### src/logic/commu_frame_pkg.sv
// frame format: word type, header pattern, default header and payload lengths
package commu_frame_pkg;

	// --------------------
	// word format
	// --------------------

	// bits per serial word
	localparam int WORD_BITS = 16;

	// one word on data_tx and on the payload port
	typedef logic [WORD_BITS-1:0] word_t;

	// --------------------
	// frame layout
	// --------------------

	// header words are all ones
	localparam word_t HEAD_PATTERN = 16'hFFFF;

	// words in the fixed header
	localparam int HEAD_WORDS_DEF = 10;

	// payload words fetched from the source per frame
	localparam int DATA_WORDS_DEF = 4;

endpackage

### src/logic/commu_link_pkg.sv
// serial link: bit timing, word timeout default, transmitter source select
package commu_link_pkg;

	// --------------------
	// line timing
	// --------------------

	// clock cycles per serial bit
	localparam int BIT_CYCLES_DEF = 4;

	// cycles in the wait state before a word is given up
	localparam logic [15:0] TIMEOUT_DEF = 16'd192;

	// --------------------
	// source select
	// --------------------

	// which sender owns the transmitter
	typedef enum logic {
		SRC_HEAD = 1'b0,
		SRC_DATA = 1'b1
	} tx_src_t;

endpackage

### src/logic/commu_head.sv
// header sender: header words over fire/done with a wait timeout per word
module commu_head import commu_frame_pkg::*, commu_link_pkg::*; #(
	parameter int          HEAD_WORDS = HEAD_WORDS_DEF,
	parameter logic [15:0] TIMEOUT    = TIMEOUT_DEF
) (
	input  logic  clk_sys,
	input  logic  rst_n,
	input  logic  fire_head,
	output logic  done_head,
	output logic  head_timeout,
	output logic  fire_tx,
	input  logic  done_tx,
	output word_t data_tx
);

	localparam int CW = $clog2(HEAD_WORDS + 1);

	typedef enum logic [2:0] {
		S_IDLE = 3'h0,
		S_HEAD = 3'h1,
		S_FIRE = 3'h2,
		S_WAIT = 3'h3,
		S_NEXT = 3'h4,
		S_DONE = 3'h7
	} state_t;

	state_t state;
	logic [CW-1:0] cnt_head;
	logic [15:0] cnt_wait;
	logic finish_head;
	logic timeout_tx;

	// --------------------
	// main fsm
	// --------------------
	always_ff @(posedge clk_sys or negedge rst_n) begin
		if (!rst_n) begin
			state <= S_IDLE;
		end else begin
			case (state)
				S_IDLE: state <= fire_head ? S_HEAD : S_IDLE;
				S_HEAD: state <= S_FIRE;
				S_FIRE: state <= S_WAIT;
				S_WAIT: state <= (done_tx || timeout_tx) ? S_NEXT : S_WAIT;
				S_NEXT: state <= finish_head ? S_DONE : S_HEAD;
				S_DONE: state <= S_IDLE;
				default: state <= S_IDLE;
			endcase
		end
	end

	// words handled so far
	always_ff @(posedge clk_sys or negedge rst_n) begin
		if (!rst_n)
			cnt_head <= '0;
		else if (state == S_HEAD)
			cnt_head <= cnt_head + 1'b1;
		else if (state == S_DONE)
			cnt_head <= '0;
	end

	assign finish_head = (cnt_head == CW'(HEAD_WORDS));

	// --------------------
	// wait timeout
	// --------------------
	always_ff @(posedge clk_sys or negedge rst_n) begin
		if (!rst_n)
			cnt_wait <= '0;
		else if (state == S_WAIT)
			cnt_wait <= cnt_wait + 16'h1;
		else
			cnt_wait <= '0;
	end

	assign timeout_tx = (cnt_wait == TIMEOUT);

	// word given up without an answer
	assign head_timeout = (state == S_WAIT) && timeout_tx && !done_tx;

	assign done_head = (state == S_DONE);
	assign fire_tx = (state == S_FIRE);
	assign data_tx = (state == S_FIRE) ? HEAD_PATTERN : '0;

endmodule

### src/logic/commu_data.sv
// payload sender: req/ack fetch per word, then fire/done with a wait timeout
module commu_data import commu_frame_pkg::*, commu_link_pkg::*; #(
	parameter int          DATA_WORDS = DATA_WORDS_DEF,
	parameter logic [15:0] TIMEOUT    = TIMEOUT_DEF
) (
	input  logic  clk_sys,
	input  logic  rst_n,
	input  logic  fire_data,
	output logic  done_data,
	output logic  data_timeout,
	output logic  pay_req,
	input  logic  pay_ack,
	input  word_t pay_data,
	output logic  fire_tx,
	input  logic  done_tx,
	output word_t data_tx
);

	localparam int CW = $clog2(DATA_WORDS + 1);

	typedef enum logic [2:0] {
		S_IDLE = 3'h0,
		S_REL  = 3'h1,
		S_REQ  = 3'h2,
		S_FIRE = 3'h3,
		S_WAIT = 3'h4,
		S_NEXT = 3'h5,
		S_DONE = 3'h7
	} state_t;

	state_t state;
	logic [CW-1:0] cnt_data;
	logic [15:0] cnt_wait;
	logic finish_data;
	logic timeout_tx;
	word_t data_word;

	// --------------------
	// main fsm
	// --------------------
	// each word: wait for ack low, request, then send
	always_ff @(posedge clk_sys or negedge rst_n) begin
		if (!rst_n) begin
			state <= S_IDLE;
		end else begin
			case (state)
				S_IDLE: state <= fire_data ? S_REL : S_IDLE;
				S_REL: state <= pay_ack ? S_REL : S_REQ;
				S_REQ: state <= pay_ack ? S_FIRE : S_REQ;
				S_FIRE: state <= S_WAIT;
				S_WAIT: state <= (done_tx || timeout_tx) ? S_NEXT : S_WAIT;
				S_NEXT: state <= finish_data ? S_DONE : S_REL;
				S_DONE: state <= S_IDLE;
				default: state <= S_IDLE;
			endcase
		end
	end

	always_ff @(posedge clk_sys or negedge rst_n) begin
		if (!rst_n)
			cnt_data <= '0;
		else if (state == S_FIRE)
			cnt_data <= cnt_data + 1'b1;
		else if (state == S_DONE)
			cnt_data <= '0;
	end

	assign finish_data = (cnt_data == CW'(DATA_WORDS));

	// fetched word, held until the next fetch
	always_ff @(posedge clk_sys) begin
		if (state == S_REQ && pay_ack)
			data_word <= pay_data;
	end

	// --------------------
	// wait timeout
	// --------------------
	always_ff @(posedge clk_sys or negedge rst_n) begin
		if (!rst_n)
			cnt_wait <= '0;
		else if (state == S_WAIT)
			cnt_wait <= cnt_wait + 16'h1;
		else
			cnt_wait <= '0;
	end

	assign timeout_tx = (cnt_wait == TIMEOUT);
	assign data_timeout = (state == S_WAIT) && timeout_tx && !done_tx;

	// source may hold ack as long as it likes, no timeout here
	assign pay_req = (state == S_REQ);

	assign done_data = (state == S_DONE);
	assign fire_tx = (state == S_FIRE);
	assign data_tx = data_word;

endmodule

### src/logic/commu_tx.sv
// serial transmitter: start bit, 16 data bits lsb first, stop bit, gated by cts
module commu_tx import commu_frame_pkg::*, commu_link_pkg::*; #(
	parameter int BIT_CYCLES = BIT_CYCLES_DEF
) (
	input  logic  clk_sys,
	input  logic  rst_n,
	input  logic  fire_tx,
	input  word_t data_tx,
	output logic  done_tx,
	input  logic  cts,
	output logic  ser_out
);

	localparam int FRAME_BITS = $bits(word_t) + 2;
	localparam int BCW = $clog2(FRAME_BITS);
	localparam int TCW = $clog2(BIT_CYCLES + 1);

	logic busy;
	logic [FRAME_BITS-1:0] shift_reg;
	logic [TCW-1:0] cnt_tick;
	logic [BCW-1:0] cnt_bit;
	logic start_word;
	logic bit_end;
	logic last_bit;

	// cts only matters at the fire pulse
	assign start_word = !busy && fire_tx && cts;
	assign bit_end = (cnt_tick == TCW'(BIT_CYCLES - 1));
	assign last_bit = (cnt_bit == BCW'(FRAME_BITS - 1));

	// --------------------
	// bit timing
	// --------------------
	always_ff @(posedge clk_sys or negedge rst_n) begin
		if (!rst_n) begin
			busy <= 1'b0;
			cnt_tick <= '0;
			cnt_bit <= '0;
			done_tx <= 1'b0;
		end else begin
			done_tx <= 1'b0;
			if (start_word) begin
				busy <= 1'b1;
				cnt_tick <= '0;
				cnt_bit <= '0;
			end else if (busy && bit_end) begin
				cnt_tick <= '0;
				if (last_bit) begin
					// stop bit finished
					busy <= 1'b0;
					done_tx <= 1'b1;
				end else begin
					cnt_bit <= cnt_bit + 1'b1;
				end
			end else if (busy) begin
				cnt_tick <= cnt_tick + 1'b1;
			end
		end
	end

	// stop, data, start from msb down
	always_ff @(posedge clk_sys) begin
		if (start_word)
			shift_reg <= {1'b1, data_tx, 1'b0};
		else if (busy && bit_end)
			shift_reg <= {1'b1, shift_reg[FRAME_BITS-1:1]};
	end

	// line idles high
	assign ser_out = busy ? shift_reg[0] : 1'b1;

endmodule

### src/logic/commu_main.sv
// frame sequencer: header then payload, transmitter source, sticky timeout flag
module commu_main import commu_link_pkg::*; (
	input  logic    clk_sys,
	input  logic    rst_n,
	input  logic    start,
	output logic    fire_head,
	input  logic    done_head,
	input  logic    head_timeout,
	output logic    fire_data,
	input  logic    done_data,
	input  logic    data_timeout,
	output tx_src_t tx_src,
	output logic    frame_done,
	output logic    frame_timeout
);

	typedef enum logic [1:0] {
		M_IDLE = 2'h0,
		M_HEAD = 2'h1,
		M_DATA = 2'h2
	} mstate_t;

	mstate_t state;

	// --------------------
	// frame fsm
	// --------------------
	// start is ignored outside idle
	always_ff @(posedge clk_sys or negedge rst_n) begin
		if (!rst_n) begin
			state <= M_IDLE;
		end else begin
			case (state)
				M_IDLE: state <= start ? M_HEAD : M_IDLE;
				M_HEAD: state <= done_head ? M_DATA : M_HEAD;
				M_DATA: state <= done_data ? M_IDLE : M_DATA;
				default: state <= M_IDLE;
			endcase
		end
	end

	assign fire_head = (state == M_IDLE) && start;
	assign fire_data = (state == M_HEAD) && done_head;
	assign frame_done = (state == M_DATA) && done_data;
	assign tx_src = (state == M_DATA) ? SRC_DATA : SRC_HEAD;

	// sticky until the next frame starts
	always_ff @(posedge clk_sys or negedge rst_n) begin
		if (!rst_n)
			frame_timeout <= 1'b0;
		else if (fire_head)
			frame_timeout <= 1'b0;
		else if (head_timeout || data_timeout)
			frame_timeout <= 1'b1;
	end

endmodule

### src/logic/commu_top.sv
// top level: sequencer, header and payload senders, shared serial transmitter
module commu_top import commu_frame_pkg::*, commu_link_pkg::*; #(
	parameter int          HEAD_WORDS = HEAD_WORDS_DEF,
	parameter int          DATA_WORDS = DATA_WORDS_DEF,
	parameter int          BIT_CYCLES = BIT_CYCLES_DEF,
	parameter logic [15:0] TIMEOUT    = TIMEOUT_DEF
) (
	input  logic  clk_sys,
	input  logic  rst_n,
	input  logic  start,
	input  logic  cts,
	output logic  pay_req,
	input  logic  pay_ack,
	input  word_t pay_data,
	output logic  ser_out,
	output logic  frame_done,
	output logic  frame_timeout
);

	logic fire_head, done_head, head_timeout;
	logic fire_data, done_data, data_timeout;
	logic fire_tx_head, fire_tx_data, fire_tx, done_tx;
	word_t data_tx_head, data_tx_data, data_tx;
	tx_src_t tx_src;

	commu_main u_main (
		.clk_sys(clk_sys), .rst_n(rst_n), .start(start),
		.fire_head(fire_head), .done_head(done_head), .head_timeout(head_timeout),
		.fire_data(fire_data), .done_data(done_data), .data_timeout(data_timeout),
		.tx_src(tx_src), .frame_done(frame_done), .frame_timeout(frame_timeout)
	);

	commu_head #(.HEAD_WORDS(HEAD_WORDS), .TIMEOUT(TIMEOUT)) u_head (
		.clk_sys(clk_sys), .rst_n(rst_n), .fire_head(fire_head), .done_head(done_head),
		.head_timeout(head_timeout), .fire_tx(fire_tx_head), .done_tx(done_tx),
		.data_tx(data_tx_head)
	);

	commu_data #(.DATA_WORDS(DATA_WORDS), .TIMEOUT(TIMEOUT)) u_data (
		.clk_sys(clk_sys), .rst_n(rst_n), .fire_data(fire_data), .done_data(done_data),
		.data_timeout(data_timeout), .pay_req(pay_req), .pay_ack(pay_ack),
		.pay_data(pay_data), .fire_tx(fire_tx_data), .done_tx(done_tx),
		.data_tx(data_tx_data)
	);

	// transmitter follows whichever sender owns the frame phase
	assign fire_tx = (tx_src == SRC_DATA) ? fire_tx_data : fire_tx_head;
	assign data_tx = (tx_src == SRC_DATA) ? data_tx_data : data_tx_head;

	commu_tx #(.BIT_CYCLES(BIT_CYCLES)) u_tx (
		.clk_sys(clk_sys), .rst_n(rst_n), .fire_tx(fire_tx), .data_tx(data_tx),
		.done_tx(done_tx), .cts(cts), .ser_out(ser_out)
	);

endmodule

### config.mk
export PLATFORM = sky130hd
export DESIGN_NAME = commu_top
export DESIGN_NICKNAME = d
export VERILOG_FILES = /design/src/logic/commu_frame_pkg.sv /design/src/logic/commu_link_pkg.sv /design/src/logic/commu_head.sv /design/src/logic/commu_data.sv /design/src/logic/commu_tx.sv /design/src/logic/commu_main.sv /design/src/logic/commu_top.sv
export SDC_FILE = /design/constraint.sdc
export NUM_CORES = 1
export LEC_CHECK = 0
export ABC_AREA = 1
export BUFFER_PORTS_ARGS = -buffer_cell sky130_fd_sc_hd__buf_2
export CORE_MARGIN = 3
export CORE_UTILIZATION = 41
export CTS_CLUSTER_SIZE = 12
export DETAILED_ROUTE_END_ITERATION = 7
export GPL_ROUTABILITY_DRIVEN = 0
export PLACE_DENSITY = 0.59
export SLEW_MARGIN = 20
export SYNTH_ARGS = -nofsm -noshare
export SYNTH_HDL_FRONTEND = slang
export SYNTH_SLANG_ARGS = --single-unit
### constraint.sdc
create_clock -name clk_sys -period 1.9 [get_ports clk_sys]
set_clock_uncertainty 0.2 [all_clocks]
set_input_delay 0.19 -clock clk_sys [delete_from_list [all_inputs] [get_ports clk_sys]]
set_output_delay 0.19 -clock clk_sys [all_outputs]
set_load 0.02 [all_outputs]
After elaboration in Yosys (flattened, before gate mapping)
Index checks and enable logic that the tools add are counted.
{ "word_totals": {"regBits": 91} }
{ "classes": {"addsub": 6, "n_eq_ne": 20, "n_mux": 41, "n_reduce_logical": 27} }
{ "op_table": {"columns": ["cell", "count"], "rows": [
  ["16-bit 2-to-1 mux", 4],
  ["17-bit 2-to-1 mux", 2],
  ["16-bit by 1-bit adder with 16-bit output, second input constant", 2],
  ["16-bit by 8-bit equality test with 1-bit output, second input constant", 2],
  ["3-bit 2-to-1 mux", 8],
  ["3-bit equality test, second input constant", 6],
  ["3-bit case mux with 6 select lines", 1],
  ["1-bit 2-to-1 mux", 16],
  ["3-bit by 2-bit equality test with 1-bit output, second input constant", 5],
  ["5-bit 2-to-1 mux", 3],
  ["3-bit case mux with 5 select lines", 1],
  ["1-bit logical AND", 11],
  ["2-bit nonzero test", 5],
  ["4-bit 2-to-1 mux", 2],
  ["3-bit by 1-bit adder with 3-bit output, second input constant", 2],
  ["3-bit by 1-bit equality test with 1-bit output, second input constant", 2],
  ["3-bit zero test", 2],
  ["2-bit 2-to-1 mux", 3],
  ["2-bit case mux with 3 select lines", 1],
  ["5-bit by 1-bit adder with 5-bit output, second input constant", 1],
  ["5-bit equality test, second input constant", 1],
  ["4-bit by 1-bit adder with 4-bit output, second input constant", 1],
  ["4-bit equality test, second input constant", 1],
  ["2-bit AND reduction", 2],
  ["other kinds (7)", 10]
]} }

Logic depth before layout (Yosys ltp)
Gate-level depths: netlist (run 1).
{ "logic_depth": {"word_depth": 7, "depth_mapped": 10, "ltp_nobuf": 10} }

Cells and area by module
A second synthesis (run 1) with hierarchy kept.
{ "unflattened": {"hier_cells": 574, "area_unflattened_um2": 4902.2} }
{ "by_module_without_submodules": {"columns": ["module", "n_inst", "cells_per_inst", "area_each_um2"], "rows": [
  ["commu_data", 1, 188, 1752.9],
  ["commu_head", 1, 203, 1460.2],
  ["commu_tx", 1, 106, 1275.0],
  ["commu_top", 1, 55, 255.2],
  ["commu_main", 1, 22, 158.9]
]} }

Worst setup path before layout (run 1)
No wires, ideal clock.
{ "synth_path": {"path_type": "register -> register", "start": "reg u_data.state[2]", "end": "reg u_data.data_word[0], in the netlist u_data.data_tx[0] (enable)", "setup_ns": 0.364, "arrival_time_ns": 1.521, "path_slack_ns": -0.185, "path_stages_with_launch": 4, "n_path_buf": 0, "path_cell_list": "dfrtp_1 nor3_1 nand2_1 inv_1"} }
{ "synth_between": {"elab_chain_cells": 2} }
{ "synth_rtl": {"columns": ["element", "line", "rtl"], "rows": [
  ["start: declaration", "commu_data.sv:31", "state_t state;"],
  ["start signal: assignment", "commu_data.sv:47", "S_IDLE: state <= fire_data ? S_REL : S_IDLE;"],
  ["start signal: assignment", "commu_data.sv:48", "S_REL: state <= pay_ack ? S_REL : S_REQ;"],
  ["start signal: assignment", "commu_data.sv:49", "S_REQ: state <= pay_ack ? S_FIRE : S_REQ;"],
  ["3-bit by 2-bit equality test with 1-bit output", null, null],
  ["via pay_req", "commu_top.sv:12", "output logic pay_req,"],
  ["1-bit logical AND", "commu_data.sv:72", "if (state == S_REQ && pay_ack)"],
  ["end signal: assignment", "commu_data.sv:73", "data_word <= pay_data;"],
  ["end: declaration", "commu_data.sv:36", "word_t data_word;"]
]} }
The timed path passes the listed nets, and every way through them passes these cells.
A chain may end at the register's enable or synchronous reset.

Worst setup path after layout (run 1)
{ "layout_path": {"start": "reg u_main.state[0]", "end": "out frame_done"} }
{ "layout_between": {"elab_chain_cells": 2} }
{ "layout_rtl": {"columns": ["element", "line", "rtl"], "rows": [
  ["start: declaration", "commu_main.sv:23", "mstate_t state;"],
  ["start signal: assignment", "commu_main.sv:34", "M_IDLE: state <= start ? M_HEAD : M_IDLE;"],
  ["start signal: assignment", "commu_main.sv:35", "M_HEAD: state <= done_head ? M_DATA : M_HEAD;"],
  ["start signal: assignment", "commu_main.sv:36", "M_DATA: state <= done_data ? M_IDLE : M_DATA;"],
  ["2-bit equality test", "commu_main.sv:44", "assign frame_done = (state == M_DATA) && done_data;"],
  ["1-bit logical AND", "commu_main.sv:44", null],
  ["end: declaration", "commu_top.sv:16", "output logic frame_done,"]
]} }
Every way passes these cells.

==> results.toml, run 1 <==
[clock_network]
cts-root-buf = "clkbuf_8"
cts_max_level = 3
cts_buffers = 9
clk-insertion-delay-late_ns = 0.37
cts_sinks = 91
cts.path.max_buffers = 2
clk_pin_slew_ns = 0.09
cts_tree = "done"

[cells_and_area]
largest_reg_flops = 17
fillCellCount = 988
areaGrowthSynthToFinish_pct = 18.03
drive_gt1_share_pct = 12.18
n_antenna_cell = 0
nNetsFinal = 610
multi_input_area_mm2 = 0.001703
seqCellArea_mm2 = 0.002432

[grt]
grt_use_met3_pct = 3.876
grt.overflow.total = 0
grt_max_degree = 59
grt.total_usage_pct = 15.79
gr-usage-met2_pct = 23.15
grtUsageMet1_pct = 22.41
antenna_found_initial = 0
grt_pass1_vias = 3199
grt_first_pass_wirelength_mm = 14.82
gr-max-usage-layer = "met2"

[placement]
io_buffers = 24
dpl_worst_slack_ns = 0.05034
place_hpwl_mm = 5.979

[synthesis]
synth_top_area_share_pct = 32.95
synth_edf_count = 32
yosysWarnings = 0
async_flop_share_pct = 63.74
syn_inst = 518
synth_fp_nets = 550
yosys-top-cells-count = "nand2_1, nor2_1, inv_1"
synth_most_common_cell = "nand2_1"
synthFlopType = "dfrtp_1"
ys_types = 32
ys_seq_area_share_pct = 55.21
yosys_register_bits = 91
synth.avg_cell_area_um2 = 8.505
synth_top_area_cell = "dfrtp_1"
synth_area_leaders = "dfrtp_1, edfxtp_1, nand2_1"
syn-cell-area_mm2 = 0.004405

[power_and_ir_drop]
vdd_drop_max_uv = 391.4
p_leak_uw = 0.002542
cellPowerDensity_mw_per_mm2 = 664.0

[timing]
post-route-min-period_ns = 1.770
hold_viol = 0
whs_ns = 0.1421
setup-tns-final_ns = 0
rsz0062_at_grt = "yes"
slew_viol_final = 0
max_freq_ghz = 0.5650
setup_ws_ns = 0.1300
finalCritPeriodShare_pct = 93.16
worstMarginPinSlew_ns = 0.3084
setup_viol = 0
relSlewSlack_pct = 79.44

[drt]
via_count = 3410
first_iter_violations = 150
wire_per_inst_um = 11.87
drt-pass1-iter-count = 5
viasPerCell = 4.743
drtAntennaViolNets = 0
wl_mm = 8.537
drc = 0

[setup_path]
critical_path_required_ns = 1.51
cp.arrival_ns = 1.38
cp-end-kind = "output pin"
r2r-end = "u_tx.shift_reg[8]$_DFFE_PP_"
rrSetupSlack_ns = 0.16
crit_path_max_fanout = 4
reg2regPathDepth = 6
crit_path_end = "frame_done"
worstSetupPathType = "register to output pin"
cp-start-kind = "register"
r2r_start = "u_data.state[0]$_DFF_PN0_"
cp-startpoint = "u_main.state[0]$_DFF_PN0_"

[outcome]
status = "finished clean"

[flow_run]
maxCapViolations = 0

[floorplan]
dieHeight_um = 109.7
io_pins = 25
die-area_mm2 = 0.01203
dieWidth_um = 109.7
rows = 37
core_mm2 = 0.01037
start_util_pct = 42.48

[min_path]
hp-class = "primary input to async pin"
[kinds of logic (layout without fill, tap and decap cells)]
| kind of cell | count (synthesis) | count (layout) | share of synthesized area (%) |
|---|---|---|---|
| and+or+nand+nor | 276 | 276 | 26.56 |
| DFF | 91 | 91 | 55.21 |
| adders and majority gates | 11 | 11 | 3.124 |
| buffers and inverters | 74 | 139 | 6.646 |
| AOI/OAI and AO/OA | 61 | 61 | 7.469 |
| xor gates and xnor gates | 5 | 5 | 0.9940 |
[cells in the final DEF (no fill, tap or decap), drive strengths merged, types with 2 or more instances in the layout]
| master | count |
|---|---|
| nand2 | 147 |
| inv | 68 |
| nand3 | 47 |
| ha | 11 |
| nor2 | 67 |
| o21ai | 27 |
| xor2 | 5 |
| o21bai | 2 |
| clkbuf | 11 |
| nand4 | 4 |
| edfxtp | 32 |
| o21a | 2 |
| buf | 37 |
| a21oi | 28 |
| or2 | 2 |
| nor3 | 7 |
| dlygate4sd3 | 20 |
| dfrtp | 58 |
[metrics by stage]
step / power (uW) / cells / area (um^2) / util [%]
global placement: 2117 / 683 / 4782 / 46.11
global route: 3605 / 719 / 5200 / 50.14
detailed placement: 2117 / 683 / 4782 / 46.11
CTS: 3516 / 719 / 5184 / 49.99
floorplan: 2065 / 518 / 4413 / -
finish: 3453 / 719 / 5200 / 50.14
[power by group]
part	total [uW]	switching, uW	internal [uW]
clock network	1350	695	652
registers	2020	0	2020
logic	82.4	37.0	45.4
[layer usage]
metal	routed length [um]	vias to the layer above
met3	273	11
met4	133	0
li1	-	1786
met5	0	-
met1	4422	1562
met2	3709	51
[timing repair]
| item | CTS | global route |
|---|---|---|
| gates resized for setup | 0 | 6 |
| hold buffers | 20 | 0 |
| endpoints found under the hold margin | 80 | 0 |
| setup buffers | 0 | 0 |
| setup endpoints to repair | 0 | 23 |
[final cells by class]
type	instances	share of cell area, %
Inverter	66	4.812
Clock inverter	5	1.155
Multi-Input combinational cell	353	32.75
Tap cell	136	3.272
Timing Repair Buffer	57	8.518
Clock buffer	11	2.719
Sequential cell	91	46.78
[worst max-delay path: stages, from the launching register on]
cell	delay [ns]
dfrtp_1	0.42
inv_2	0.07
nand2_2	0.10
nor3_1	0.21
buf_2	0.21
[worst min-delay path by stage]
stage / slack, ns / end
global route: 0.16 / u_head.cnt_wait[12]$_DFF_PN0_
floorplan: -0.31 / u_data.cnt_data[0]$_DFFE_PN0P_
detailed placement: 0.02 / u_head.cnt_wait[13]$_DFF_PN0_
CTS: 0.14 / u_head.cnt_wait[13]$_DFF_PN0_
finish: 0.14 / u_head.cnt_wait[13]$_DFF_PN0_
global placement: 0.02 / u_head.cnt_wait[9]$_DFF_PN0_
(Power assumes the default switching activity.)
==> inputs of run 2 (changes only) <==
==> constraint.sdc (replaced) <==
create_clock -name clk_sys -period 1.9 [get_ports clk_sys]
set_clock_uncertainty 0.2 [all_clocks]
set_input_delay 0.38 -clock clk_sys [delete_from_list [all_inputs] [get_ports clk_sys]]
set_output_delay 0.38 -clock clk_sys [all_outputs]
set_load 0.02 [all_outputs]
==> results.toml, run 2 (same netlist as run 1, synthesis figures left out) <==
[drt]
wl_mm = 8.711
first_iter_violations = 203
viasPerCell = 4.831
drtAntennaViolNets = 0
drt-pass1-iter-count = 4
wire_per_inst_um = 12.10
via_count = 3478
drc = 0

[setup_path]
worstSetupPathType = "register to output pin"
crit_path_max_fanout = 3
cp-start-kind = "register"
critical_path_required_ns = 1.32
cp-end-kind = "output pin"
cp.arrival_ns = 1.29

[floorplan]
start_util_pct = 42.48
io_pins = 25
die-area_mm2 = 0.01203
core_mm2 = 0.01037
dieHeight_um = 109.7
dieWidth_um = 109.7
rows = 37

[power_and_ir_drop]
p_int_uw = 2936
swShare_pct = 19.68
power_frac_seq_pct = 55.4
p_comb_share_pct = 2.1
cellPowerDensity_mw_per_mm2 = 695.0
power.clock.fraction_pct = 42.5
p_sw_uw = 719.2
vdd_drop_max_uv = 433.0
power.total_uw = 3655
p_leak_uw = 0.002580

[clock_network]
clk_pin_slew_ns = 0.08
cts_buffers = 9
clk-insertion-delay-late_ns = 0.35
cts_tree = "done"
cts_sinks = 91
cts.path.max_buffers = 2
cts-root-buf = "clkbuf_8"
cts_max_level = 3

[timing]
slew_viol_final = 0
rsz0062_at_grt = "yes"
setup_viol = 0
post-route-min-period_ns = 1.872
worstMarginPinSlew_ns = 0.3153
max_freq_ghz = 0.5343
hold_viol = 0
finalCritPeriodShare_pct = 98.51
relSlewSlack_pct = 78.98
setup_ws_ns = 0.02823
whs_ns = 0.1208

[cells_and_area]
nNetsFinal = 611
drive_gt1_share_pct = 13.01
areaGrowthSynthToFinish_pct = 19.37
post-route-util_pct = 50.71
layout_commonest_cell = "nand2_1"
largest_reg_flops = 17
fillCellCount = 980
n_antenna_cell = 0
layout_common_cells = "nand2_1, nor2_1, inv_1"

[grt]
grt.overflow.total = 0
antenna_found_initial = 0
grt_max_degree = 59
grt_pass1_vias = 3245
grt.total_usage_pct = 15.79
grt_first_pass_wirelength_mm = 15.02

[placement]
io_buffers = 24
place_hpwl_mm = 5.939
dpl_worst_slack_ns = 0.05192

[min_path]
hp-class = "primary input to register"

[outcome]
status = "finished clean"

[flow_run]
maxCapViolations = 0
[run 2: repair_timing]
action | 4_1_cts | 5_1_grt
gates resized for setup | 6 | 5
buffers inserted | 1 | 4
hold buffers | 16 | 1
pin swaps | 0 | 2
setup endpoints to repair | 1 | 36
endpoints found under the hold margin | 73 | 1
[run 2: final timing paths]
path,startpoint,endpoint,slack (ns),cells past startpoint
min reg2reg,u_data.cnt_wait[0]$_DFF_PN0_,u_data.cnt_wait[0]$_DFF_PN0_,0.27,1
max,u_main.state[0]$_DFF_PN0_,frame_done,0.03,4
min,pay_ack,u_data.state[0]$_DFF_PN0_,0.12,3
max reg2reg,u_main.state[0]$_DFF_PN0_,u_tx.shift_reg[4]$_DFFE_PP_,0.16,6
max in group asynchronous,rst_n,u_data.state[2]$_DFF_PN0_,0.85,3
min in group asynchronous,rst_n,u_head.cnt_wait[13]$_DFF_PN0_,0.35,3
[run 2: metrics by stage]
stage | instance area [um^2] | instances | setup TNS, ns
3_5_place_dp | 4775 | 682 | 0
5_1_grt | 5259 | 720 | -0.02164
6_report | 5259 | 720 | 0
4_1_cts | 5205 | 715 | -0.002083
3_3_place_gp | 4775 | 682 | 0
2_1_floorplan | 4413 | 518 | 0
[run 2: routing by layer]
| metal | vias up | wire length (um) | GRT usage (%) |
|---|---|---|---|
| li1 | 1791 | - | - |
| met4 | 0 | 72 | 6.144 |
| met3 | 6 | 255 | 2.642 |
| met1 | 1623 | 4493 | 22.95 |
| met2 | 58 | 3890 | 23.63 |
| met5 | - | 0 | 0 |
[run 2: layout make-up]
cell class	instances	area, um^2	share of cell area (%)
Clock buffer	9	123.9	2.355
Tap cell	136	170.2	3.236
Timing Repair Buffer	58	449.2	8.542
Inverter	66	250.2	4.759
Sequential cell	91	2434	46.28
Multi-Input combinational cell	353	1717	32.64
Clock inverter	7	115.1	2.189
[run 2: critical path, stage by stage, from the launching register on]
cell	delay, ns
dfrtp_1	0.42
inv_2	0.09
nand2_4	0.06
nor3_4	0.23
buf_6	0.15
[run 2: power groups by stage]
stage / clock, uW / sequential [uW] / combinational (uW)
2_1_floorplan: 0 / 2070 / 0.0242
3_3_place_gp: 0 / 2060 / 52.6
3_5_place_dp: 0 / 2060 / 53.6
4_1_cts: 1610 / 2020 / 79.2
5_1_grt: 1680 / 2020 / 88.1
6_report: 1550 / 2020 / 77.8
